$ cat config.mk
export PLATFORM = sky130hd
export DESIGN_NAME = vga_logic_flat
export DESIGN_NICKNAME = d
export VERILOG_FILES = /design/src/pixel_pkg.sv /design/src/vga_timing_pkg.sv /design/src/pixel_stream_if.sv /design/src/vga_logic.sv /design/src/flat_wrapper.sv
export SDC_FILE = /design/constraint.sdc
export NUM_CORES = 1
export LEC_CHECK = 0
export BUFFER_PORTS_ARGS = -buffer_cell sky130_fd_sc_hd__buf_2
export CAP_MARGIN = 10
export CELL_PAD_IN_SITES_DETAIL_PLACEMENT = 0
export CELL_PAD_IN_SITES_GLOBAL_PLACEMENT = 1
export CORE_UTILIZATION = 40
export CTS_BUF_LIST = sky130_fd_sc_hd__clkbuf_4 sky130_fd_sc_hd__clkbuf_8
export CTS_CLUSTER_SIZE = 12
export DETAILED_ROUTE_END_ITERATION = 16
export GPL_ROUTABILITY_DRIVEN = 0
export PLACE_DENSITY = 0.78
export REMOVE_ABC_BUFFERS = 1
export SYNTH_ARGS = -nofsm -noshare
export SYNTH_HDL_FRONTEND = slang
export SYNTH_SLANG_ARGS = --single-unit
$ cat constraint.sdc
create_clock -name clk_100mhz -period 2.2 [get_ports clk_100mhz]
set_input_delay 0 -clock clk_100mhz [delete_from_list [all_inputs] [get_ports clk_100mhz]]
set_output_delay 0 -clock clk_100mhz [all_outputs]
set_load 0.005 [all_outputs]
$ cat src/pixel_pkg.sv
`default_nettype none

package pixel_pkg;

	// Palette index as stored in the frame buffer
	typedef logic [2:0] color_idx_t;

	// One byte per channel, red in the top byte
	typedef struct packed {
		logic [7:0] r;
		logic [7:0] g;
		logic [7:0] b;
	} rgb_t;

	////////////////////
	// Fixed palette, index 0 to 7
	localparam rgb_t BLACK  = 24'h000000;
	localparam rgb_t GREEN  = 24'h00FF00;
	localparam rgb_t BLUE   = 24'h0000FF;
	localparam rgb_t RED    = 24'hFF0000;
	localparam rgb_t TEAL   = 24'h66FFFF;
	localparam rgb_t GRAY   = 24'hD3D3D3;
	localparam rgb_t WHITE  = 24'hFFFFFF;
	localparam rgb_t GWHITE = 24'hCCFF99;

	////////////////////
	// Frame buffer, one index per visible pixel
	localparam int FB_WIDTH  = 640;
	localparam int FB_HEIGHT = 480;
	localparam int FB_WORDS  = FB_WIDTH * FB_HEIGHT;
	// 19 bits covers 307200 words
	typedef logic [18:0] fb_addr_t;

	// Pixel FIFO sizing, depth must stay a power of two
	localparam int FIFO_DEPTH   = 16;
	localparam int FIFO_AW      = $clog2(FIFO_DEPTH);
	// Free slots at which almost_full rises
	localparam int FIFO_AF_FREE = 2;

endpackage

`default_nettype wire

$ cat src/vga_timing_pkg.sv
`default_nettype none

package vga_timing_pkg;

	////////////////////
	// Horizontal line
	////////////////////

	// Pixels per line, in scan order
	localparam int H_ACTIVE = 640;
	localparam int H_FRONT  = 16;
	localparam int H_SYNC   = 96;
	localparam int H_BACK   = 48;
	localparam int H_TOTAL  = H_ACTIVE + H_FRONT + H_SYNC + H_BACK;

	// hsync low from 656 up to 751
	localparam int H_SYNC_START = H_ACTIVE + H_FRONT;
	localparam int H_SYNC_END   = H_SYNC_START + H_SYNC;

	////////////////////
	// Vertical frame
	////////////////////

	// Lines per frame, same order
	localparam int V_ACTIVE = 480;
	localparam int V_FRONT  = 10;
	localparam int V_SYNC   = 2;
	localparam int V_BACK   = 33;
	localparam int V_TOTAL  = V_ACTIVE + V_FRONT + V_SYNC + V_BACK;

	// vsync low on lines 490 and 491
	localparam int V_SYNC_START = V_ACTIVE + V_FRONT;
	localparam int V_SYNC_END   = V_SYNC_START + V_SYNC;

	// 100 MHz down to the 25 MHz pixel rate
	localparam int PIX_DIV = 4;
	localparam int DIV_W   = $clog2(PIX_DIV);

	// Counter types, wide enough for 800 and 525
	typedef logic [9:0] h_count_t;
	typedef logic [9:0] v_count_t;

endpackage

`default_nettype wire

$ cat src/pixel_stream_if.sv
`default_nettype none

interface pixel_stream_if import pixel_pkg::*; #(
	parameter type payload_t = rgb_t
) ();

	// Write side, from the display plane
	payload_t push_data;
	logic     push;
	// High with two or fewer free slots
	logic     almost_full;

	// Read side, toward the VGA timing block
	payload_t pop_data;
	logic     pop;
	logic     empty;

	// Display plane
	modport producer (output push_data, output push, input almost_full);

	// FIFO itself
	modport buffer (
		input push_data, input push, output almost_full,
		output pop_data, input pop, output empty
	);

	// VGA timing block
	modport consumer (output pop, input pop_data, input empty);

endinterface

`default_nettype wire

$ cat src/vga_logic.sv
`default_nettype none

module vga_logic import vga_timing_pkg::*, pixel_pkg::*; (
	input  logic             clk_100mhz,
	input  logic             rst_n,
	pixel_stream_if.consumer in_stream,
	output logic             vgaclk,
	output logic             blank,
	output logic             hsync,
	output logic             vsync,
	output logic             comp_sync,
	output rgb_t             rgb
);

	logic [DIV_W-1:0] div;
	logic [DIV_W-1:0] div_next;
	logic             pix_en;
	h_count_t         h_cnt;
	v_count_t         v_cnt;
	logic             active;
	logic             h_sync_on;
	logic             v_sync_on;
	// FIFO has delivered at least once
	logic             seen_data;

	////////////////////
	// Pixel rate
	////////////////////

	// Enable on the last of every four cycles
	assign pix_en   = (div == PIX_DIV - 1);
	assign div_next = pix_en ? '0 : div + 1'b1;

	// vgaclk low for two cycles after each enable, then high for two
	always_ff @(posedge clk_100mhz) begin
		if (!rst_n) begin
			div    <= '0;
			vgaclk <= 1'b0;
		end else begin
			div    <= div_next;
			vgaclk <= (div_next >= PIX_DIV / 2);
		end
	end

	////////////////////
	// Raster position
	////////////////////

	always_ff @(posedge clk_100mhz) begin
		if (!rst_n) begin
			h_cnt <= '0;
			v_cnt <= '0;
		end else if (pix_en) begin
			if (h_cnt == H_TOTAL - 1) begin
				h_cnt <= '0;
				// End of frame back to line 0
				if (v_cnt == V_TOTAL - 1) begin
					v_cnt <= '0;
				end else begin
					v_cnt <= v_cnt + 1'b1;
				end
			end else begin
				h_cnt <= h_cnt + 1'b1;
			end
		end
	end

	// Decode of the current position
	assign active    = (h_cnt < H_ACTIVE) && (v_cnt < V_ACTIVE);
	assign h_sync_on = (h_cnt >= H_SYNC_START) && (h_cnt < H_SYNC_END);
	assign v_sync_on = (v_cnt >= V_SYNC_START) && (v_cnt < V_SYNC_END);

	// One pixel consumed per visible position
	assign in_stream.pop = pix_en && active && !in_stream.empty;

	////////////////////
	// Video outputs
	////////////////////

	// Syncs idle high, RGB black outside the picture
	always_ff @(posedge clk_100mhz) begin
		if (!rst_n) begin
			blank     <= 1'b1;
			hsync     <= 1'b1;
			vsync     <= 1'b1;
			comp_sync <= 1'b1;
			rgb       <= '0;
		end else if (pix_en) begin
			blank     <= !active;
			hsync     <= !h_sync_on;
			vsync     <= !v_sync_on;
			comp_sync <= !(h_sync_on || v_sync_on);
			rgb       <= in_stream.pop ? in_stream.pop_data : '0;
		end
	end

	always_ff @(posedge clk_100mhz) begin
		if (!rst_n) begin
			seen_data <= 1'b0;
		end else begin
			seen_data <= seen_data | !in_stream.empty;
		end
	end

	// Once streaming, the display plane must keep ahead of the raster
	a_no_underrun: assert property (@(posedge clk_100mhz) disable iff (!rst_n)
		(seen_data && pix_en && active) |-> !in_stream.empty)
		else $error("pixel underrun in active area");

endmodule

`default_nettype wire

$ cat src/flat_wrapper.sv
// flat-port wrapper written by rule: the top's interface ports become plain ports
module vga_logic_flat import vga_timing_pkg::*, pixel_pkg::*;
  (clk_100mhz, rst_n, vgaclk, blank, hsync, vsync, comp_sync, rgb, in_stream_pop, in_stream_pop_data, in_stream_empty);
  pixel_stream_if in_stream_i ();
  input  logic clk_100mhz;
  input  logic rst_n;
  output logic vgaclk;
  output logic blank;
  output logic hsync;
  output logic vsync;
  output logic comp_sync;
  output rgb_t rgb;
  output wire logic [$bits(in_stream_i.pop)-1:0] in_stream_pop;
  input wire logic [$bits(in_stream_i.pop_data)-1:0] in_stream_pop_data;
  input wire logic [$bits(in_stream_i.empty)-1:0] in_stream_empty;
  assign in_stream_pop = in_stream_i.pop;
  assign in_stream_i.pop_data = in_stream_pop_data;
  assign in_stream_i.empty = in_stream_empty;
  vga_logic u_core (.clk_100mhz(clk_100mhz), .rst_n(rst_n), .in_stream(in_stream_i), .vgaclk(vgaclk), .blank(blank), .hsync(hsync), .vsync(vsync), .comp_sync(comp_sync), .rgb(rgb));
endmodule
==> run_results.csv <==
group,metric,value,unit
synth,synth_edf_count,0,
timing,hold_violations,0,
critical_path,path_buf_inv,1,
synth,seq_area_frac_synth,49.9,%
detailed_routing,detail_route.first_pass.iterations,4,
detailed_routing,first_iter_violations,107,
global_route,grt.overflow.total,0,
floorplan,die_area,5300,um2
critical_path,worstPathArrival,2.17,ns
synth,synthFlopType,"dfxtp_1",
timing,fin_crit,1.92,ns
critical_path,crit_type,"flip-flop to flip-flop",
detailed_routing,vias_per_cell,5.00,
floorplan,core,4790,um2
floorplan,die_h,72.8,um
critical_path,critPathLaunchType,"flip-flop",
synth,async_reset_ff_share,0,%
clock_network,cts_max_level,2,
floorplan,ioPinCount,57,
timing,min_period_over_period,87.5,%
finish,fill_cells,425,
min_path,hp-start,"rst_n",
finish,drive_gt1_share,25.3,%
global_route,grt_pass1_vias,1631,
synth,synth.area.top_cells,"dfxtp_1 50%, a22o_1 10%, ha_1 3.1%, nand2_1 3.0%, nor2_1 2.6%",
clock_network,numCtsBuffers,5,
pwr,seq_power_share,58.2,%
synth,syn_avg_cell_area,9.78,um2
pwr,pwr-share-comb,8.6,%
global_route,grt_pass1_wl,7.47,mm
synth,yosys_warnings,0,
finish,syn_to_final_growth,34.3,%
flow_run,max-cap-violations,0,
timing,fmax,520,MHz
floorplan,initial_core_util,41.9,%
global_route,antenna_found_initial,0,
detailed_routing,dr_total_vias,1776,
synth,syn_area,2000,um2
pwr,p_leak,1.14,nW
min_path,hold_depth,3,
placed_design,dp_hpwl,3.08,mm
clock_network,insertion_delay,0.30,ns
clock_network,cts_setup_buffers,0,
synth,yosysUniqueCellTypes,40,
synth,synth_top_area_share,49.9,%
critical_path,crit_cells,4,
detailed_routing,drc,0,
critical_path,required,2.45,ns
critical_path,r2r-end,"u_core.rgb[13]",
min_path,holdPathEnd,"u_core.blank",
pwr,switchingPower,378,uW
timing,setup_viol,0,
run_status,outcome,"complete, no violations",
clock_network,cts_tree,"built",
pwr,power_density,595,nW/um2
critical_path,reg2reg_depth,4,
timing,rsz0062_at_grt,"false",
finish,nNetsFinal,319,
pwr,p_int,1.22,mW
finish,antennaDiodeCount,0,
global_route,grt_max_degree,25,
critical_path,crit_family,"simple AND/OR/NAND/NOR gates",
floorplan,rows,25,
timing,slew_violations,0,
critical_path,r2r-start,"u_core.div[1]",
placed_design,port_buffers,56,
clock_network,cts.clk_slew.worst_paths,0.09,ns
critical_path,cpPeakStageDelay,0.84,ns
clock_network,clkSinkCount,50,
detailed_routing,post_drt_wl_per_cell,13.0,um
synth,post_synth_inst_count,205,
timing,fin_tns_setup,0,ns
synth,ys_seq_elements,50,
pwr,peakVddDrop,300,uV
pwr,sw_frac_of_total,23.6,%
detailed_routing,drt_wl_total,4.62,mm
timing,maxSlewHeadroom,28.0,%
synth,yosysTopAreaCell,"dfxtp_1",
timing,fin_worst_skew,0.0123,ns
min_path,min_path_type,"input port to flip-flop",
timing,worst_pin_slew,1.08,ns
critical_path,cp_max_fo,16,
pwr,clkPwrFrac,33.2,%
global_route,grt_usage,18.1,%
critical_path,ff2ff_setup_slack,0.28,ns
detailed_routing,drtAntennaViolNets,0,
floorplan,chipWidth,72.8,um
clock_network,clk_path_buf_depth,2,
timing,hold_ws,0.0651,ns
timing,setup_slack,0.276,ns
clock_network,root_buffer,"clkbuf_8",
placed_design,post-place-ws,0.320,ns
critical_path,end_kind,"flip-flop",
critical_path,slowest_stage,"nor2_1",
critical_path,path_cells,"ha_1, nor2_1, buf_4, a22o_1",
## cell usage in the layout (no fill, tap or decap), types with 6 or more instances in the layout
cell | synthesis | routed
dlygate4sd3_1 | 0 | 24
inv_1 | 7 | 7
nor2_1 | 14 | 14
a21oi_1 | 10 | 10
a22o_1 | 24 | 24
buf_2 | 3 | 56
nand2_1 | 16 | 16
nand4_1 | 6 | 6
nand3_1 | 10 | 10
dfxtp_1 | 50 | 50
## flip-flops by register name, summed over array words and instances, names as in the netlist
name / cells
u_core.v_cnt: 10
u_core.blank: 1
u_core.div: 2
u_core.hsync: 1
u_core.h_cnt: 10
u_core.rgb: 24
u_core.comp_sync: 1
u_core.vsync: 1
## per-layer routing
layer,share of wire [%],vias to the layer above,track usage [%]
met5,0,-,0
met4,0.78,0,6.10
li1,-,911,-
met1,49,829,24.2
met2,47,32,28.7
met3,3.1,4,4.28
## worst max path at each step
stage / start / endpoint
after floorplan: u_core.div[1] / u_core.rgb[0]
after global placement: u_core.div[1] / u_core.rgb[22]
after detailed placement: u_core.h_cnt[0] / u_core.v_cnt[7]
after CTS: u_core.h_cnt[0] / u_core.v_cnt[7]
after global routing: u_core.div[1] / u_core.rgb[13]
final: u_core.div[1] / u_core.rgb[13]
## Yosys cell counts (2+ instances only)
cell type	count
a21oi_1	10
a22o_1	24
and3_1	3
buf_2	3
clkbuf_1	6
dfxtp_1	50
ha_1	5
inv_1	7
nand2_1	16
nand2b_1	3
nand3_1	10
nand4_1	6
nor2_1	14
nor3_1	2
o21ai_0	5
o22ai_1	2
o31ai_1	2
or3_1	4
or4_1	4
or4b_1	2
xnor2_1	5
xor2_1	4
## power by group through the flow
stage | combinational, mW | clock (mW) | sequential, mW
2_1_floorplan | 0.0420 | 0 | 0.955
3_3_place_gp | 0.104 | 0 | 0.953
3_5_place_dp | 0.105 | 0 | 0.953
4_1_cts | 0.138 | 0.552 | 0.933
5_1_grt | 0.152 | 0.584 | 0.936
6_report | 0.137 | 0.532 | 0.933
## logic make-up (layout without fill, tap and decap cells)
family	Yosys count	in the layout	share of synthesized area (%)
compound gates	48	48	17.5
xor+xnor	9	9	3.93
fa+ha+maj	5	5	3.12
buf+inv	17	100	3.37
flops	50	50	49.9
mux	1	1	0.499
simple gates	75	75	21.7
## tightest hold or removal path: stages
cell and delay [ns]:
buf_2 0.11, buf_4 0.17, nand2_1 0.07
## area by class of cell
type | count | area [um2] | share of cell area (%)
Clock inverter | 3 | 18.8 | 0.697
Clock buffer | 5 | 68.8 | 2.56
Multi-Input combinational cell | 138 | 936 | 34.8
Inverter | 7 | 26.3 | 0.976
Sequential cell | 50 | 1000 | 37.2
Tap cell | 67 | 83.8 | 3.11
Timing Repair Buffer | 85 | 558 | 20.7
## metrics by stage
step	instance area [um2]	total power, mW	std cells	utilization, %
detailed placement	2360	1.06	323	49.4
global placement	2360	1.06	323	49.4
finish	2690	1.60	355	56.3
global route	2690	1.67	355	56.3
CTS	2690	1.62	355	56.3
floorplan	1960	0.997	195	-
## timing repair
item                                   4_1_cts  5_1_grt
resized for setup                            0        0
endpoints found under the hold margin       24        0
hold buffers                                24        0
No activity file was read; power rests on OpenSTA's default activity.
