File: src/pixel_pkg.sv
`default_nettype none

package pixel_pkg;

	// Palette index as stored in the frame buffer
	typedef logic [2:0] color_idx_t;

	// One byte per channel, red in the top byte
	typedef struct packed {
		logic [7:0] r;
		logic [7:0] g;
		logic [7:0] b;
	} rgb_t;

	////////////////////
	// Fixed palette, index 0 to 7
	localparam rgb_t BLACK  = 24'h000000;
	localparam rgb_t GREEN  = 24'h00FF00;
	localparam rgb_t BLUE   = 24'h0000FF;
	localparam rgb_t RED    = 24'hFF0000;
	localparam rgb_t TEAL   = 24'h66FFFF;
	localparam rgb_t GRAY   = 24'hD3D3D3;
	localparam rgb_t WHITE  = 24'hFFFFFF;
	localparam rgb_t GWHITE = 24'hCCFF99;

	////////////////////
	// Frame buffer, one index per visible pixel
	localparam int FB_WIDTH  = 640;
	localparam int FB_HEIGHT = 480;
	localparam int FB_WORDS  = FB_WIDTH * FB_HEIGHT;
	// 19 bits covers 307200 words
	typedef logic [18:0] fb_addr_t;

	// Pixel FIFO sizing, depth must stay a power of two
	localparam int FIFO_DEPTH   = 16;
	localparam int FIFO_AW      = $clog2(FIFO_DEPTH);
	// Free slots at which almost_full rises
	localparam int FIFO_AF_FREE = 2;

endpackage

`default_nettype wire

File: src/pixel_stream_if.sv
`default_nettype none

interface pixel_stream_if import pixel_pkg::*; #(
	parameter type payload_t = rgb_t
) ();

	// Write side, from the display plane
	payload_t push_data;
	logic     push;
	// High with two or fewer free slots
	logic     almost_full;

	// Read side, toward the VGA timing block
	payload_t pop_data;
	logic     pop;
	logic     empty;

	// Display plane
	modport producer (output push_data, output push, input almost_full);

	// FIFO itself
	modport buffer (
		input push_data, input push, output almost_full,
		output pop_data, input pop, output empty
	);

	// VGA timing block
	modport consumer (output pop, input pop_data, input empty);

endinterface

`default_nettype wire

File: src/display_plane.sv
`default_nettype none

module display_plane import pixel_pkg::*; (
	input  logic             clk_100mhz,
	input  logic             rst_n,
	output fb_addr_t         raddr,
	input  color_idx_t       rdata,
	pixel_stream_if.producer out_stream,
	output logic             ready
);

	// Read goes out this cycle
	logic issue;
	// Memory holds a word for us
	logic rd_pending;
	// FIFO filled at least once
	logic primed;
	// Expanded colour of rdata
	rgb_t color;

	// Room for this read plus both in flight
	assign issue = !out_stream.almost_full;

	////////////////////
	// Raster address walk
	////////////////////

	always_ff @(posedge clk_100mhz) begin
		if (!rst_n) begin
			raddr      <= '0;
			rd_pending <= 1'b0;
		end else begin
			rd_pending <= issue;
			if (issue) begin
				// Last pixel of the frame wraps to top-left
				if (raddr == fb_addr_t'(FB_WORDS - 1)) begin
					raddr <= '0;
				end else begin
					raddr <= raddr + 1'b1;
				end
			end
		end
	end

	////////////////////
	// Palette and push
	////////////////////

	always_comb begin
		case (rdata)
			3'd0:    color = BLACK;
			3'd1:    color = GREEN;
			3'd2:    color = BLUE;
			3'd3:    color = RED;
			3'd4:    color = TEAL;
			3'd5:    color = GRAY;
			3'd6:    color = WHITE;
			3'd7:    color = GWHITE;
			default: color = BLACK;
		endcase
	end

	// Push strobe follows the returned read by one cycle
	always_ff @(posedge clk_100mhz) begin
		if (!rst_n) begin
			out_stream.push <= 1'b0;
		end else begin
			out_stream.push <= rd_pending;
		end
	end

	// Colour rides along with the strobe
	always_ff @(posedge clk_100mhz) begin
		out_stream.push_data <= color;
	end

	// Sticky once the FIFO first reports almost full
	always_ff @(posedge clk_100mhz) begin
		if (!rst_n) begin
			primed <= 1'b0;
		end else begin
			primed <= primed | out_stream.almost_full;
		end
	end

	assign ready = primed | out_stream.almost_full;

endmodule

`default_nettype wire

File: src/flat_wrapper.sv
// flat-port wrapper written by rule: the top's interface ports become plain ports
module display_plane_flat import pixel_pkg::*;
  (clk_100mhz, rst_n, raddr, rdata, ready, out_stream_push_data, out_stream_push, out_stream_almost_full);
  pixel_stream_if out_stream_i ();
  input  logic clk_100mhz;
  input  logic rst_n;
  output fb_addr_t raddr;
  input  color_idx_t rdata;
  output logic ready;
  output wire logic [$bits(out_stream_i.push_data)-1:0] out_stream_push_data;
  output wire logic [$bits(out_stream_i.push)-1:0] out_stream_push;
  input wire logic [$bits(out_stream_i.almost_full)-1:0] out_stream_almost_full;
  assign out_stream_push_data = out_stream_i.push_data;
  assign out_stream_push = out_stream_i.push;
  assign out_stream_i.almost_full = out_stream_almost_full;
  display_plane u_core (.clk_100mhz(clk_100mhz), .rst_n(rst_n), .raddr(raddr), .rdata(rdata), .out_stream(out_stream_i), .ready(ready));
endmodule
File: config.mk
export PLATFORM = sky130hd
export DESIGN_NAME = display_plane_flat
export DESIGN_NICKNAME = d
export VERILOG_FILES = /design/src/pixel_pkg.sv /design/src/pixel_stream_if.sv /design/src/display_plane.sv /design/src/flat_wrapper.sv
export SDC_FILE = /design/constraint.sdc
export NUM_CORES = 1
export LEC_CHECK = 0
export BUFFER_PORTS_ARGS = -buffer_cell sky130_fd_sc_hd__buf_2
export CAP_MARGIN = 20
export CORE_ASPECT_RATIO = 1.1
export CORE_UTILIZATION = 40
export CTS_BUF_LIST = sky130_fd_sc_hd__clkbuf_16
export DETAILED_ROUTE_END_ITERATION = 10
export PLACE_DENSITY = 0.68
export SYNTH_ARGS = -nofsm -noshare
export SYNTH_HDL_FRONTEND = slang
export SYNTH_SLANG_ARGS = --single-unit
File: constraint.sdc
create_clock -name clk_100mhz -period 1.8 [get_ports clk_100mhz]
set_clock_uncertainty 0.15 [all_clocks]
set_input_delay 0.27 -clock clk_100mhz [delete_from_list [all_inputs] [get_ports clk_100mhz]]
set_output_delay 0.27 -clock clk_100mhz [all_outputs]
set_load 0.02 [all_outputs]
==> impl_metrics.ini, run 1 <==
[timing]
finalCritPeriodShare_pct = 91.8
finalMaxSlewViolations = 0
rsz0062_at_grt = false
setup_violations = 0
fin_tns_setup_ps = 0
post-route-min-period_ps = 1650
hold_viol = 0
worst_pin_slew_ps = 333
setup_ws_ps = 148
fmax_mhz = 605
max_slew_margin_pct = 77.6

[setup_path]
crit_fanout = 10
path_buf_inv = 0
arrival_ps = 1670
r2r_slack_ps = 150
slowest_delay_ps = 410
slowest_stage = dfxtp_1
critical-path-top-delay-family = simple AND/OR/NAND/NOR gates
path_cells = nand4_4 -> nor4_4 -> o21ai_0 -> a31o_2
cp-start-kind = flip-flop
critPathKind = reg2reg
crit_path_end_kind = flip-flop
crit_required_ps = 1810

[drt]
firstDrtPassIters = 4
ant_nets = 0
wire_per_inst_um = 11.5
vias = 1296
wirelength_um = 3140
drt_iter0_drc = 95
via_per_inst = 4.76
drcViolationCount = 0

[placed_design]
placed_cell_area_um2 = 1900
gp_congestion = 0.765
dp_hpwl_um = 2360
place_inst = 264
place_ws_ps = 74.1
port_buffers = 50

[layout]
fin_nets = 234
area_delta_synth_final_pct = 30.3
nFillCells = 351
n_antenna_cell = 0
final_cell_area_um2 = 2050
drive_above_1_share_pct = 39.2
final_cells = 272
fin_util_pct = 55.1

[logic_synthesis]
synth_common_cells = 35 x dfxtp_1, 18 x nor2_1, 15 x nand2_1
synth.avg_cell_area_um2 = 9.70
synthTopCellsByArea = dfxtp_1 45%, ha_1 5.6%, xnor2_1 5.6%
syn_nets = 175
ys_ff_latch = 35
syn_inst = 162
yosysMostFrequentCell = dfxtp_1
synth_seq_area_share_pct = 44.6
synth_enable_flop_cells = 0
synth_top_area_share_pct = 44.6
yosysWarnings = 0
yosys_most_used_dff = dfxtp_1
ys_async_sr_fraction_pct = 0
ys_types = 38
netlist_area_um2 = 1570
yosys.area.top_type = dfxtp_1

[job]
maxCapViolCount = 0

[floorplan]
start_util_pct = 42.3
rows = 23
io_pins = 51
core_area_um2 = 3710
die_area_um2 = 4180
die_h_um = 67.7
fp.dieW_um = 61.8

[outcome]
status = complete, no violations

[clock_tree]
h-tree-depth = 2
path_clk_slew_ps = 50
clock_latency_ps = 270
cts-root-buf = clkbuf_16
numCtsBuffers = 5
tritoncts = built
cts.sinks = 35
cts_setup_buffers = 0
clock_path_buffers = 2

[worst_hold_path]
min_path_type = in2reg

[power]
p_per_area_nw_per_um2 = 878
p_leak_nw = 1.02
ir_drop_v = 0.000469

[grt]
grt_max_degree = 15
grt_pass1_wl_um = 4950
antenna_found_initial = 0
grt.total_usage_pct = 16.6
overflow = 0
grt_pass1_vias = 1145
cells by family after synthesis:
| family | Yosys count | share of synthesized area, % |
|---|---|---|
| compound gates | 12 | 4.86 |
| xor+xnor | 14 | 7.80 |
| fa+ha+maj | 7 | 5.57 |
| buf+inv | 22 | 8.44 |
| flops | 35 | 44.6 |
| mux | 2 | 1.27 |
| simple gates | 70 | 27.5 |
sequential cells by signal (all words and copies together) (netlist names):
| name | count |
|---|---|
| u_core.primed | 1 |
| u_core.raddr | 19 |
| u_core.out_stream.push_data | 13 |
| u_core.rd_pending | 1 |
| u_core.out_stream.push | 1 |
placed cells by master (no fill, tap or decap), drive strengths merged:
cell type and instances:
dfxtp 35, clkinv 2, ha 7, buf 66
and4b 2, a21oi 5, or4 1, a31oi 1
o21ai 2, a31o 2, inv 9, mux2i 2
a21bo 1, and3 2, nand3b 1, nor4 6
and2 2, nor3 5, nand2 15, nand4b 2
nor2b 1, nand3 3, xor2 4, or2 3
nand2b 3, nand4bb 1, nand4 4, clkbuf 5
xnor2 10, o21a 1, nor2 19
power by group:
part	switching (mW)	internal, mW
clock	0.288	0.497
sequential	0.0139	0.809
combinational	0.122	0.0673
total	0.424	1.37
path summary, 6_finish.rpt:
kind,start,endpoint,depth (start not counted)
hold / removal,rst_n,u_core.out_stream.push,2
setup reg to reg,u_core.raddr[6],u_core.raddr[18],4
hold reg to reg,u_core.rd_pending,u_core.out_stream.push,1
setup / recovery,u_core.raddr[6],u_core.raddr[18],4
cell type report:
class,count,area (um2),share of cell area (%)
clock buffer,5,125,6.11
sequential,35,703,34.4
multi-input combinational,105,744,36.4
clock inverter,3,11.3,0.550
timing repair buffer,66,370,18.1
tap,50,62.6,3.06
inverter,8,30.0,1.47
what timing repair did:
action,CTS,global route
endpoints found under the setup margin,0,6
gates resized for setup,0,1
hold buffers,0,0
layer usage:
layer | up-vias | share of wire [%] | GRT usage [%]
li1 | 652 | - | -
met1 | 595 | 42 | 18.4
met2 | 47 | 50 | 27.6
met3 | 2 | 7.1 | 6.70
met4 | 0 | 0.54 | 6.94
met5 | - | 0 | 0
metrics by stage:
step	total power [mW]	hold slack [ps]
2_1_floorplan	0.980	216
3_3_place_gp	1.03	271
3_5_place_dp	1.03	269
4_1_cts	1.82	105
5_1_grt	1.87	121
6_report	1.80	108
Power figures use the tool's default switching activity.
==> run 2, diff against run 1 <==
==> constraint.sdc (replaced) <==
create_clock -name clk_100mhz -period 1.8 [get_ports clk_100mhz]
set_clock_uncertainty 0.15 [all_clocks]
set_input_delay 0.09 -clock clk_100mhz [delete_from_list [all_inputs] [get_ports clk_100mhz]]
set_output_delay 0.09 -clock clk_100mhz [all_outputs]
set_load 0.02 [all_outputs]
==> impl_metrics.ini, run 2 (synthesized netlist as in run 1, its figures left out) <==
[timing]
setup_ws_ps = 66.6
whs_ps = 288
setup_violations = 0
rsz0062_at_grt = true
finalCritPeriodShare_pct = 96.3
post-route-min-period_ps = 1730
finalMaxSlewViolations = 0
worst_pin_slew_ps = 329
max_slew_margin_pct = 77.9
fmax_mhz = 577
hold_viol = 0

[outcome]
status = complete, no violations

[floorplan]
io_pins = 51
core_area_um2 = 3710
die_h_um = 67.7
die_area_um2 = 4180
start_util_pct = 42.3
rows = 23
fp.dieW_um = 61.8

[layout]
area_delta_synth_final_pct = 34.7
layout_common_cells = 50 x buf_2, 33 x dfxtp_1, 18 x nor2_1, 15 x nand2_1, 15 x buf_4
drive_above_1_share_pct = 39.4
top_register = u_core.raddr
largestRegisters = u_core.raddr x19, u_core.out_stream.push_data x13
largest_register_ff_count = 19
n_antenna_cell = 0
nFillCells = 349
fin_nets = 238
multi_input_area_um2 = 744
seqCellArea_um2 = 703
final_common_cell = buf_2

[setup_path]
critPathKind = in2reg
crit_required_ps = 1810
crit_path_end_kind = flip-flop
cp-start-kind = primary input
path_cells = dlygate4sd3_1 -> buf_2 -> nand4b_2 -> buf_4 -> nor4_2 -> mux2i_1 -> nor3_1
slowest_stage = dlygate4sd3_1
crit_fanout = 8
slowest_delay_ps = 540
arrival_ps = 1740

[drt]
via_per_inst = 4.76
ant_nets = 0
firstDrtPassIters = 4
drt_iter0_drc = 81
vias = 1314
drcViolationCount = 0
wire_per_inst_um = 11.5
wirelength_um = 3170

[clock_tree]
clock_latency_ps = 270
path_clk_slew_ps = 50
clock_path_buffers = 2
h-tree-depth = 2
cts.sinks = 35
cts_setup_buffers = 0
tritoncts = built
cts-root-buf = clkbuf_16
numCtsBuffers = 5

[power]
p_leak_nw = 1.04
ir_drop_v = 0.000497
p_per_area_nw_per_um2 = 929

[grt]
grt.total_usage_pct = 16.8
grt_pass1_vias = 1191
grt_pass1_wl_um = 5080
antenna_found_initial = 0
grt_max_degree = 15
overflow = 0

[placed_design]
dp_hpwl_um = 2360
place_ws_ps = 78.1
gp_congestion = 0.772
port_buffers = 50

[job]
maxCapViolCount = 0

[worst_hold_path]
min_path_type = reg2reg
[run 2: cell count changes in the layout (fill, tap and decap cells not counted), sizes merged]
cell	previous run	this run
dlygate4sd3	0	5
buf	66	65
bufinv	0	1
inv	9	8
[run 2: routing by layer]
| layer | vias up | share of wire [%] | wire [um] | global-route usage (%) |
|---|---|---|---|---|
| met5 | - | 0 | 0 | 0 |
| met4 | 0 | 1.3 | 42 | 8.33 |
| met3 | 5 | 5.3 | 168 | 5.75 |
| met2 | 39 | 51 | 1610 | 27.3 |
| met1 | 607 | 43 | 1350 | 19.4 |
| li1 | 663 | - | - | - |
[run 2: final timing paths]
kind                           from  depth (start not counted)  slack [ps]                      to
max reg2reg         u_core.raddr[1]                          6         110         u_core.raddr[6]
min               u_core.rd_pending                          1         290  u_core.out_stream.push
min reg2reg       u_core.rd_pending                          1         290  u_core.out_stream.push
max          out_stream_almost_full                          7          70        u_core.raddr[17]
[run 2: repair_timing]
item / CTS / global route
endpoints found under the setup margin: 0 / 7
endpoints found under the hold margin: 9 / 0
gates resized for setup: 0 / 1
hold buffers: 5 / 0
[run 2: critical path, delay by kind of cell]
family	cells	cell delay (ps)
simple gates	3	520
buf+inv	3	910
mux	1	220
[run 2: report_power, final]
group | switching, mW | leakage (nW) | internal [mW]
Combinational | 0.123 | 0.666 | 0.0733
Sequential | 0.0140 | 0.288 | 0.808
Clock | 0.304 | 0.0812 | 0.645
[run 2: cell type report]
cell class / instances / area share [%]
clock buffer: 5 / 5.91
multi-input combinational: 105 / 35.2
tap: 50 / 2.96
sequential: 35 / 33.2
inverter: 8 / 1.42
timing repair buffer: 70 / 19.5
clock inverter: 3 / 1.83
[run 2: per-stage QoR]
stage	instance area [um2]	utilization [%]	setup TNS, ps	std cells	total power, mW
2_1_floorplan	1570	-	0	162	0.980
3_3_place_gp	1900	51.1	0	263	1.03
3_5_place_dp	1900	51.1	0	263	1.03
4_1_cts	2110	56.9	0	276	1.99
5_1_grt	2120	57.0	-50.0	276	2.05
6_report	2120	57.0	0	276	1.97
