==> src/pixel_pkg.sv <==
`default_nettype none

package pixel_pkg;

	// Palette index as stored in the frame buffer
	typedef logic [2:0] color_idx_t;

	// One byte per channel, red in the top byte
	typedef struct packed {
		logic [7:0] r;
		logic [7:0] g;
		logic [7:0] b;
	} rgb_t;

	////////////////////
	// Fixed palette, index 0 to 7
	localparam rgb_t BLACK  = 24'h000000;
	localparam rgb_t GREEN  = 24'h00FF00;
	localparam rgb_t BLUE   = 24'h0000FF;
	localparam rgb_t RED    = 24'hFF0000;
	localparam rgb_t TEAL   = 24'h66FFFF;
	localparam rgb_t GRAY   = 24'hD3D3D3;
	localparam rgb_t WHITE  = 24'hFFFFFF;
	localparam rgb_t GWHITE = 24'hCCFF99;

	////////////////////
	// Frame buffer, one index per visible pixel
	localparam int FB_WIDTH  = 640;
	localparam int FB_HEIGHT = 480;
	localparam int FB_WORDS  = FB_WIDTH * FB_HEIGHT;
	// 19 bits covers 307200 words
	typedef logic [18:0] fb_addr_t;

	// Pixel FIFO sizing, depth must stay a power of two
	localparam int FIFO_DEPTH   = 16;
	localparam int FIFO_AW      = $clog2(FIFO_DEPTH);
	// Free slots at which almost_full rises
	localparam int FIFO_AF_FREE = 2;

endpackage

`default_nettype wire

==> src/pixel_stream_if.sv <==
`default_nettype none

interface pixel_stream_if import pixel_pkg::*; #(
	parameter type payload_t = rgb_t
) ();

	// Write side, from the display plane
	payload_t push_data;
	logic     push;
	// High with two or fewer free slots
	logic     almost_full;

	// Read side, toward the VGA timing block
	payload_t pop_data;
	logic     pop;
	logic     empty;

	// Display plane
	modport producer (output push_data, output push, input almost_full);

	// FIFO itself
	modport buffer (
		input push_data, input push, output almost_full,
		output pop_data, input pop, output empty
	);

	// VGA timing block
	modport consumer (output pop, input pop_data, input empty);

endinterface

`default_nettype wire

==> src/pixel_fifo.sv <==
`default_nettype none

module pixel_fifo import pixel_pkg::*; #(
	parameter type payload_t = rgb_t
) (
	input logic            clk_100mhz,
	input logic            rst_n,
	pixel_stream_if.buffer io
);

	// Circular storage
	payload_t mem [FIFO_DEPTH];

	logic [FIFO_AW-1:0] wr_ptr;
	logic [FIFO_AW-1:0] rd_ptr;
	// One extra bit so 16 fits
	logic [FIFO_AW:0]   count;
	logic               full;

	////////////////////
	// Status flags
	////////////////////

	assign full           = (count == FIFO_DEPTH);
	assign io.empty       = (count == '0);
	// Two free slots left, room for what is still in flight
	assign io.almost_full = (count >= FIFO_DEPTH - FIFO_AF_FREE);

	// Head entry shows without a read strobe
	assign io.pop_data = mem[rd_ptr];

	////////////////////
	// Storage and pointers
	////////////////////

	always_ff @(posedge clk_100mhz) begin
		if (io.push) begin
			mem[wr_ptr] <= io.push_data;
		end
	end

	// Pointers wrap on their own, depth is a power of two
	always_ff @(posedge clk_100mhz) begin
		if (!rst_n) begin
			wr_ptr <= '0;
			rd_ptr <= '0;
			count  <= '0;
		end else begin
			if (io.push) begin
				wr_ptr <= wr_ptr + 1'b1;
			end
			if (io.pop) begin
				rd_ptr <= rd_ptr + 1'b1;
			end
			// Push and pop together leave the level alone
			case ({io.push, io.pop})
				2'b10:   count <= count + 1'b1;
				2'b01:   count <= count - 1'b1;
				default: count <= count;
			endcase
		end
	end

	a_no_overflow: assert property (@(posedge clk_100mhz) disable iff (!rst_n)
		io.push |-> !full)
		else $error("pixel FIFO overflow");

	a_no_underflow: assert property (@(posedge clk_100mhz) disable iff (!rst_n)
		io.pop |-> !io.empty)
		else $error("pixel FIFO underflow");

endmodule

`default_nettype wire

==> src/flat_wrapper.sv <==
// flat-port wrapper written by rule: the top's interface ports become plain ports
module pixel_fifo_flat import pixel_pkg::*;
#(
	parameter type payload_t = rgb_t
)
  (clk_100mhz, rst_n, io_push_data, io_push, io_almost_full, io_pop_data, io_pop, io_empty);
  pixel_stream_if #(.payload_t(payload_t)) io_i ();
  input logic clk_100mhz;
  input logic rst_n;
  input wire logic [$bits(io_i.push_data)-1:0] io_push_data;
  input wire logic [$bits(io_i.push)-1:0] io_push;
  output wire logic [$bits(io_i.almost_full)-1:0] io_almost_full;
  output wire logic [$bits(io_i.pop_data)-1:0] io_pop_data;
  input wire logic [$bits(io_i.pop)-1:0] io_pop;
  output wire logic [$bits(io_i.empty)-1:0] io_empty;
  assign io_i.push_data = io_push_data;
  assign io_i.push = io_push;
  assign io_almost_full = io_i.almost_full;
  assign io_pop_data = io_i.pop_data;
  assign io_i.pop = io_pop;
  assign io_empty = io_i.empty;
  pixel_fifo #(.payload_t(payload_t)) u_core (.clk_100mhz(clk_100mhz), .rst_n(rst_n), .io(io_i));
endmodule
==> config.mk <==
export PLATFORM = sky130hd
export DESIGN_NAME = pixel_fifo_flat
export DESIGN_NICKNAME = d
export VERILOG_FILES = /design/src/pixel_pkg.sv /design/src/pixel_stream_if.sv /design/src/pixel_fifo.sv /design/src/flat_wrapper.sv
export SDC_FILE = /design/constraint.sdc
export NUM_CORES = 1
export LEC_CHECK = 0
export BUFFER_PORTS_ARGS = -buffer_cell sky130_fd_sc_hd__buf_2
export CORE_ASPECT_RATIO = 2
export CORE_MARGIN = 2
export CORE_UTILIZATION = 50
export DETAILED_ROUTE_END_ITERATION = 6
export PLACE_DENSITY = 0.71
export SLEW_MARGIN = 5
export SYNTH_ARGS = -nofsm -noshare
export SYNTH_HDL_FRONTEND = slang
export SYNTH_SLANG_ARGS = --single-unit
==> constraint.sdc <==
create_clock -name clk_100mhz -period 5.8 [get_ports clk_100mhz]
set_clock_uncertainty 0.2 [all_clocks]
set_input_delay 0.29 -clock clk_100mhz [delete_from_list [all_inputs] [get_ports clk_100mhz]]
set_output_delay 0.29 -clock clk_100mhz [all_outputs]
set_load 0.05 [all_outputs]
==> impl_metrics.yaml, run 1 <==
status:
  outcome: "complete, no violations"
place:
  placement.cell_area_um2: 16000
  number_of_input_and_output_port_buffers_inserted: 53
  place.gp.congestion: 0.763
  dp.final_hpwl_mm: 16.7
detailed_routing:
  ant_nets: 0
  drt_pass1_iterations: 5
  totalWireLength_mm: 31.7
  drt_iter0_markers: 804
  drcViolationCount: 0
  detailroute.via_count: 7305
  route.detailed.wl_per_inst_um: 26.7
  viasPerCell: 6.15
worst_setup_path:
  timing.critical_path.fanout_max: 49
  setup.reg_to_reg.worst_slack_ns: 3.21
  setup.worst_path.end: "io_pop_data[5]"
  data_arrival_time_of_the_worst_path_ns: 3.26
  cp_data_required_time_ns: 5.31
  cell_type_of_the_slowest_stage_on_the_worst_timing_path: "dfxtp_4"
  levels_on_crit_path: 5
  worstReg2RegStart: "u_core.wr_ptr[3]"
  critical-path-top-delay-family: "flip-flops"
  worst_case_reg_to_reg_path_depth: 3
  cp.buffers_inverters: 2
  worst_setup_path_start_kind: "register"
  crit_chain: "buf_12 -> mux4_2 -> a22oi_1 -> nand2_1 -> buf_2"
  slowest_delay_ns: 0.99
  criticalPathCategory: "reg -> out"
  rr_endpoint: "u_core.mem[8][18]"
  critical_path_capture_point_type: "output pin"
synthesis:
  yosys-top-cells-count: "edfxtp_1, mux4_2, a22oi_1, nand2_1, clkbuf_1"
  async_set_or_reset_flop_fraction_in_the_synthesized_netlist_pct: 0
  synth_top_area_share_pct: 75.2
  ys_types: 36
  dominant_cell_by_count_in_the_synthesized_netlist: "edfxtp_1"
  synthesis.nets: 742
  synth-edff-count: 384
  synthesis.yosys.warnings: 0
  netlist_area_um2: 15300
  syn_avg_cell_area_um2: 21.7
  yosys_register_bits: 401
  synth_ff_type: "edfxtp_1"
  top_post_synthesis_cells_by_area: "edfxtp_1, mux4_2, a22oi_1, dfxtp_1, and2_1"
  synth_cells: 705
  synthDominantAreaCellType: "edfxtp_1"
  synth_seq_area_share_pct: 77.4
sta:
  worst_slew_pin_slew_ns: 1.03
  maxSlewViolCount: 0
  hold_viol_final: 0
  max_freq_ghz: 0.267
  max_slew_margin_pct: 31.3
  timing.final.setup_violations: 0
  setup_total_negative_slack_ns: 0
  rsz0062_at_grt: "no"
  finalWorstPathRequiredPeriod_ns: 3.75
  fin_crit_sh_pct: 64.7
global_route:
  global_route_met2_usage_pct: 36.2
  grt_max_degree: 66
  grt_usage_pct: 20.2
  overflow: 0
  grt_first_pass_wirelength_mm: 47.5
  globalRouteMet3Util_pct: 2.97
  grt_pass1_vias: 7651
  grt.met1_usage_pct: 25.0
  initial_antenna_violation_count: 0
  grt-busiest-layer: "met2"
clock_tree:
  h-tree-depth: 1
  max-clock-path-buffers: 3
  clkLatencyLatePin_ns: 0.56
  clock_sink_count: 401
  tritoncts_clock_tree: "yes"
  cts.repair_timing.setup_buffer_count: 0
  hold_buffers: 27
  cts-buffers-inserted: 31
  cts.reportedPaths.clkPinSlew_ns: 0.07
  root_buffer: "clkbuf_16"
  post_cts.resized_instances: 0
cells_and_area:
  antennaDiodeCount: 0
  design_area_um2: 17300
  finalNetCount: 834
  drive_gt1_share_pct: 26.7
  area_growth_pct: 12.6
flow_run:
  max_cap_viol_count: 0
floorplan:
  num_io_pins: 54
  die_y_um: 252
  design.core.area_um2: 30200
  die_w_um: 128
  design.die.area_um2: 32200
  initial_utilization_pct: 50.8
  floorplan.rows: 90
hold_path:
  worstHoldPathType: "reg -> reg"
  timing.hold.worst_path_depth: 2
power:
  power.ir.vdd_worst_uv: 275
  finalPower_w: 0.00577
  powerDensity_nw_per_um2: 334
  power_leakage_nw: 5.52
cell usage in the layout, fill, tap and decap left out, drive strengths merged, types with 2 or more instances in the layout:
cell,netlist,final
edfxtp,384,384
mux4,96,96
buf,15,71
a22oi,48,48
clkbuf,24,42
nand2,28,28
dlygate4sd3,0,27
and2,18,18
dfxtp,17,17
nor2,15,15
ha,9,9
clkinv,0,8
xor2,6,6
inv,5,6
nand4,4,4
clkinvlp,0,4
nand4b,3,3
nand3,3,3
xnor2,3,3
o21ai,3,3
mux2i,3,3
nor2b,2,2
and3,2,2
nor3,2,2
or3,2,2
nand2b,2,2
cell families after synthesis:
kind of cell    synth area share (%)
flops                           77.4
mux                             14.3
fa+ha+maj                      0.734
compound gates                  2.79
buf+inv                         1.41
simple gates                    2.83
xor+xnor                       0.514
power breakdown:
part / switching, W / leakage (nW) / internal (W)
logic: 0.000296 / 1.45 / 0.000202
registers: 0.0000564 / 3.61 / 0.00321
clock network: 0.000938 / 0.457 / 0.00107
total: 0.00129 / 5.52 / 0.00448
worst min path at each step:
stage                     start                to  slack (ns)
6_report       u_core.rd_ptr[3]          register        0.35
4_1_cts        u_core.rd_ptr[3]  u_core.rd_ptr[3]        0.35
2_1_floorplan   io_push_data[0]  u_core.mem[0][0]        0.19
3_5_place_dp   u_core.rd_ptr[3]          register        0.33
3_3_place_gp   u_core.rd_ptr[3]  u_core.rd_ptr[3]        0.31
5_1_grt        u_core.rd_ptr[3]  u_core.rd_ptr[3]        0.37
registers in the layout, summed over array words and instances (netlist names), named ones only:
signal         count
u_core.mem       384
u_core.count       5
u_core.rd_ptr      4
u_core.wr_ptr      4
tightest hold or removal path: cells and delay by family, from the launching register on:
family        cells  cell delay (ns)
simple gates      1             0.11
flops             1             0.33
xor+xnor          1             0.07
per-layer routing:
layer  vias to the layer above  wire [um]
li1                       3114          -
met1                      3916      11800
met2                       224      17400
met3                        51       1630
met4                         0        852
met5                         -          0
final cells by class:
| class | count | area [um2] |
|---|---|---|
| clock buffer | 42 | 847 |
| clock inverter | 14 | 105 |
| fill | 2167 | 12900 |
| inverter | 5 | 18.8 |
| multi-input combinational | 260 | 3270 |
| sequential | 401 | 11900 |
| tap | 368 | 460 |
| timing repair buffer | 98 | 683 |
metrics by stage:
stage	instances	hold slack (ns)	setup WS [ns]	util (%)
final	1188	0.347	2.05	57.2
after global routing	1188	0.369	1.79	57.2
after CTS	1188	0.346	1.94	57.2
after detailed placement	1105	0.332	2.55	53.2
after global placement	1105	0.310	2.63	53.2
after floorplan	705	0.189	3.39	-
Note: power is estimated with default switching activity, not from simulation.
==> run 2: changes to the inputs <==
==> constraint.sdc (replaced) <==
create_clock -name clk_100mhz -period 3.6 [get_ports clk_100mhz]
set_clock_uncertainty 0.2 [all_clocks]
set_input_delay 0.18 -clock clk_100mhz [delete_from_list [all_inputs] [get_ports clk_100mhz]]
set_output_delay 0.18 -clock clk_100mhz [all_outputs]
set_load 0.05 [all_outputs]
==> impl_metrics.yaml, run 2 (same netlist as run 1, synthesis figures left out) <==
detailed_routing:
  detailroute.via_count: 7472
  ant_nets: 0
  viasPerCell: 6.24
  drcViolationCount: 0
  totalWireLength_mm: 32.1
  route.detailed.wl_per_inst_um: 26.8
  drt_pass1_iterations: 5
  drt_iter0_markers: 724
worst_setup_path:
  crit_chain: "buf_4 -> mux4_2 -> a22oi_1 -> nand2_1 -> buf_2"
  cell_type_of_the_slowest_stage_on_the_worst_timing_path: "dfxtp_4"
  critical-path-top-delay-family: "flip-flops"
  slowest_delay_ns: 0.65
  data_arrival_time_of_the_worst_path_ns: 2.74
  criticalPathCategory: "reg -> out"
  timing.critical_path.fanout_max: 22
  cp.buffers_inverters: 2
  worstReg2RegStart: "u_core.wr_ptr[2]"
  cp_data_required_time_ns: 3.22
  worst_setup_path_start_kind: "register"
  critical_path_capture_point_type: "output pin"
clock_tree:
  clkLatencyLatePin_ns: 0.56
  cts.repair_timing.setup_buffer_count: 0
  post_cts.resized_instances: 0
  cts.reportedPaths.clkPinSlew_ns: 0.07
  h-tree-depth: 1
  root_buffer: "clkbuf_16"
  hold_buffers: 27
  cts-buffers-inserted: 31
  tritoncts_clock_tree: "yes"
  max-clock-path-buffers: 3
  clock_sink_count: 401
floorplan:
  design.die.area_um2: 32200
  num_io_pins: 54
  die_w_um: 128
  initial_utilization_pct: 50.8
  floorplan.rows: 90
  die_y_um: 252
  design.core.area_um2: 30200
sta:
  rsz0062_at_grt: "no"
  finalWorstPathRequiredPeriod_ns: 3.12
  max_freq_ghz: 0.321
  maxSlewViolCount: 0
  max_slew_margin_pct: 57.1
  hold_viol_final: 0
  setup_total_negative_slack_ns: 0
  fin_crit_sh_pct: 86.6
  finalHoldWorstSlack_ns: 0.301
  timing.final.setup_violations: 0
  worst_slew_pin_slew_ns: 0.644
cells_and_area:
  area_growth_pct: 14.6
  largest-register: "u_core.mem"
  final_cell_mix: "edfxtp_1, mux4_2, buf_2"
  final_cell_count_no_fill: 1198
  mostFrequentLayoutCell: "edfxtp_1"
  regArea_um2: 11900
  drive_gt1_share_pct: 28.4
  largest_register_ffs: 384
  top_regs: "u_core.mem (384), u_core.count (5)"
  n_fill_cell: 2163
  finalNetCount: 842
  antennaDiodeCount: 0
  multi_input_area_um2: 3250
global_route:
  grt_first_pass_wirelength_mm: 48.6
  overflow: 0
  grt_max_degree: 37
  grt_usage_pct: 20.6
  initial_antenna_violation_count: 0
  grt_pass1_vias: 8103
status:
  outcome: "complete, no violations"
place:
  placed_cells_incl_taps: 1113
  place.gp.congestion: 0.746
  number_of_input_and_output_port_buffers_inserted: 53
  dp.final_hpwl_mm: 17.8
power:
  powerDensity_nw_per_um2: 568
  power.ir.vdd_worst_uv: 368
  power_leakage_nw: 5.68
hold_path:
  min_from: "rst_n"
  worstHoldPathType: "in -> reg"
flow_run:
  max_cap_viol_count: 0
run 2: final cells by class:
type | count | area share (%)
Clock buffer | 33 | 4.46
Clock inverter | 25 | 2.29
Timing Repair Buffer | 106 | 4.37
Multi-Input combinational cell | 260 | 18.5
Sequential cell | 401 | 67.6
Tap cell | 368 | 2.62
Inverter | 5 | 0.107
run 2: metrics by stage:
step                total power, W  cell area (um2)  setup slack, ns  utilization, %
global placement           0.00615            16100             1.06            53.4
detailed placement         0.00618            16100             1.02            53.4
finish                     0.00997            17600            0.483            58.2
floorplan                  0.00593            15300             1.30               -
CTS                         0.0100            17600            0.412            58.2
global route                0.0103            17600            0.312            58.2
run 2: worst min-delay path: stages:
cell           delay [ns]
dlygate4sd3_1        0.52
buf_2                0.16
a31oi_1              0.09
nand4b_1             0.09
run 2: path summary, 6_finish.rpt:
path	end	slack [ns]	cells past startpoint
max	io_pop_data[2]	0.48	5
max reg2reg	u_core.mem[6][6]	1.48	4
min	u_core.count[4]	0.30	4
min reg2reg	register	0.34	2
run 2: where the power goes:
| part | leakage, nW | internal, W | total, W | switching (W) |
|---|---|---|---|---|
| combinational | 1.50 | 0.000334 | 0.000844 | 0.000510 |
| clock | 0.568 | 0.00231 | 0.00389 | 0.00158 |
| sequential | 3.61 | 0.00518 | 0.00524 | 0.0000634 |
run 2: metal layers:
layer  share of wire, %  GRT usage [%]  up-vias
met2                 54           36.3      317
met1                 36           25.8     3944
met5                  0              0        -
met4                3.9           8.63        0
met3                6.7           2.52       83
li1                   -              -     3128
==> run 3: changes to the inputs <==
--- a/config.mk
+++ b/config.mk
@@ -9,6 +9,7 @@
 export CORE_ASPECT_RATIO = 2
 export CORE_MARGIN = 2
 export CORE_UTILIZATION = 50
+export CTS_BUF_LIST = sky130_fd_sc_hd__clkbuf_2
 export DETAILED_ROUTE_END_ITERATION = 6
 export PLACE_DENSITY = 0.71
 export SLEW_MARGIN = 5
==> constraint.sdc (replaced) <==
create_clock -name clk_100mhz -period 3.6 [get_ports clk_100mhz]
set_clock_uncertainty 0.2 [all_clocks]
set_input_delay 0.36 -clock clk_100mhz [delete_from_list [all_inputs] [get_ports clk_100mhz]]
set_output_delay 0.36 -clock clk_100mhz [all_outputs]
set_load 0.05 [all_outputs]
==> impl_metrics.yaml, run 3 (same netlist as run 1, synthesis figures left out) <==
floorplan:
  die_y_um: 252
  design.die.area_um2: 32200
  die_w_um: 128
  initial_utilization_pct: 50.8
  num_io_pins: 54
  design.core.area_um2: 30200
  floorplan.rows: 90
flow_run:
  max_cap_viol_count: 0
hold_path:
  timing.hold.worst_path_depth: 4
  hold-path-endpoint: "u_core.count[4]"
  min_from: "rst_n"
  worstHoldPathType: "in -> reg"
detailed_routing:
  detailroute.via_count: 7612
  drt_iter0_markers: 776
  route.detailed.wl_per_inst_um: 25.0
  drt_pass1_iterations: 4
  drcViolationCount: 0
  totalWireLength_mm: 32.2
  ant_nets: 0
  viasPerCell: 5.91
sta:
  setup_total_negative_slack_ns: 0
  fin_crit_sh_pct: 93.2
  timing.final.setup_violations: 0
  max_freq_ghz: 0.298
  rsz0062_at_grt: "no"
  maxSlewViolCount: 0
  max_slew_margin_pct: 64.3
  finalWorstPathRequiredPeriod_ns: 3.36
  finalHoldWorstSlack_ns: 0.164
  worst_slew_pin_slew_ns: 0.535
  timing.final.ws_setup_ns: 0.245
  hold_viol_final: 0
worst_setup_path:
  critical_path_capture_point_type: "output pin"
  worstReg2RegStart: "u_core.count[2]"
  crit_chain: "buf_4 -> mux4_2 -> a22oi_1 -> nand2_1 -> buf_2"
  cp_data_required_time_ns: 3.04
  worst_setup_path_start_kind: "register"
  data_arrival_time_of_the_worst_path_ns: 2.80
  cell_type_of_the_slowest_stage_on_the_worst_timing_path: "dfxtp_4"
  slowest_delay_ns: 0.63
  rr_endpoint: "u_core.count[3]"
  criticalPathCategory: "reg -> out"
  timing.critical_path.fanout_max: 24
  worst_case_reg_to_reg_path_depth: 6
  setup.reg_to_reg.worst_slack_ns: 1.18
power:
  comb_power_share_pct: 10.1
  switchingPower_w: 0.00214
  power_switching_share_pct: 25.0
  p_int_w: 0.00643
  seq_power_share_pct: 60.9
  power.ir.vdd_worst_uv: 294
  portion_of_total_power_attributed_to_the_clock_network_pct: 28.9
  power_leakage_nw: 5.68
  powerDensity_nw_per_um2: 500
cells_and_area:
  multi_input_area_um2: 3250
  finalNetCount: 896
  area_growth_pct: 11.8
  top_regs: "u_core.mem (384), u_core.count (5)"
  largest-register: "u_core.mem"
  n_fill_cell: 2256
  regArea_um2: 11900
  largest_register_ffs: 384
  drive_gt1_share_pct: 33.1
  final_cell_mix: "edfxtp_1, clkbuf_2, mux4_2"
  util_after_layout_pct: 56.8
  mostFrequentLayoutCell: "edfxtp_1"
  final_cell_count_no_fill: 1288
clock_tree:
  root_buffer: "clkbuf_2"
  cts.reportedPaths.clkPinSlew_ns: 0.12
  tritoncts_clock_tree: "yes"
  clock_sink_count: 401
  cts-buffers-inserted: 79
  max-clock-path-buffers: 3
  h-tree-depth: 3
  clkLatencyLatePin_ns: 0.87
place:
  dp.final_hpwl_mm: 17.7
  placed_cells_incl_taps: 1116
  place_worst_setup_slack_ns: 0.914
  place.gp.congestion: 0.761
  number_of_input_and_output_port_buffers_inserted: 53
global_route:
  grt_first_pass_wirelength_mm: 48.7
  grt_max_degree: 43
  grt_pass1_vias: 8250
  overflow: 0
  grt_usage_pct: 21.0
  initial_antenna_violation_count: 1
status:
  outcome: "complete, no violations"
[run 3: power groups by stage]
| stage | Combinational, W | Clock, W | Sequential [W] |
|---|---|---|---|
| 2_1_floorplan | 0.000634 | 0 | 0.00530 |
| 3_3_place_gp | 0.000813 | 0 | 0.00532 |
| 3_5_place_dp | 0.000841 | 0 | 0.00533 |
| 4_1_cts | 0.000882 | 0.00256 | 0.00522 |
| 5_1_grt | 0.000933 | 0.00275 | 0.00523 |
| 6_report | 0.000869 | 0.00248 | 0.00522 |
[run 3: metal layers]
layer | global-route usage [%] | vias up | part of all wire (%)
li1 | - | 3308 | -
met1 | 23.8 | 3976 | 35
met2 | 38.0 | 263 | 57
met3 | 4.56 | 65 | 5.3
met4 | 8.57 | 0 | 3.0
met5 | 0 | - | 0
[run 3: layout make-up]
class	count	share of cell area [%]
inverters	5	0.109
multi-input cells	260	19.0
repair buffers	112	4.82
clock inverters	28	0.788
diodes	1	0.0146
well taps	368	2.69
clock buffers	113	3.30
flip-flops and latches	401	69.3
[run 3: how the worst max path moves through the flow]
| stage | slack [ns] | start | endpoint | cells after the start |
|---|---|---|---|---|
| after floorplan | 1.12 | io_push | u_core.count[4] | 10 |
| final | 0.24 | register | io_pop_data[12] | 5 |
| after detailed placement | 0.91 | register | io_pop_data[12] | 5 |
| after CTS | -0.0005 | register | io_pop_data[1] | 5 |
| after global placement | 0.96 | register | io_pop_data[12] | 5 |
| after global routing | 0.06 | register | io_pop_data[12] | 5 |
[run 3: critical path, delay by kind of cell (launching register included)]
family | cells | cell delay, ns
buffers and inverters | 2 | 0.56
AOI/OAI and AO/OA | 1 | 0.23
muxes | 1 | 0.33
DFF | 1 | 0.63
and+or+nand+nor | 1 | 0.14
[run 3: repair_timing]
action                     4_1_cts  5_1_grt
hold buffers                    29        0
resized for setup                0        2
setup endpoints to repair        5        8
setup buffers                    1        0
hold endpoints to repair       401        0
[run 3: stage by stage]
stage | area (um2) | power [W]
final | 17100 | 0.00857
after global placement | 16100 | 0.00614
after detailed placement | 16100 | 0.00618
after global routing | 17100 | 0.00892
after floorplan | 15300 | 0.00593
after CTS | 17100 | 0.00867
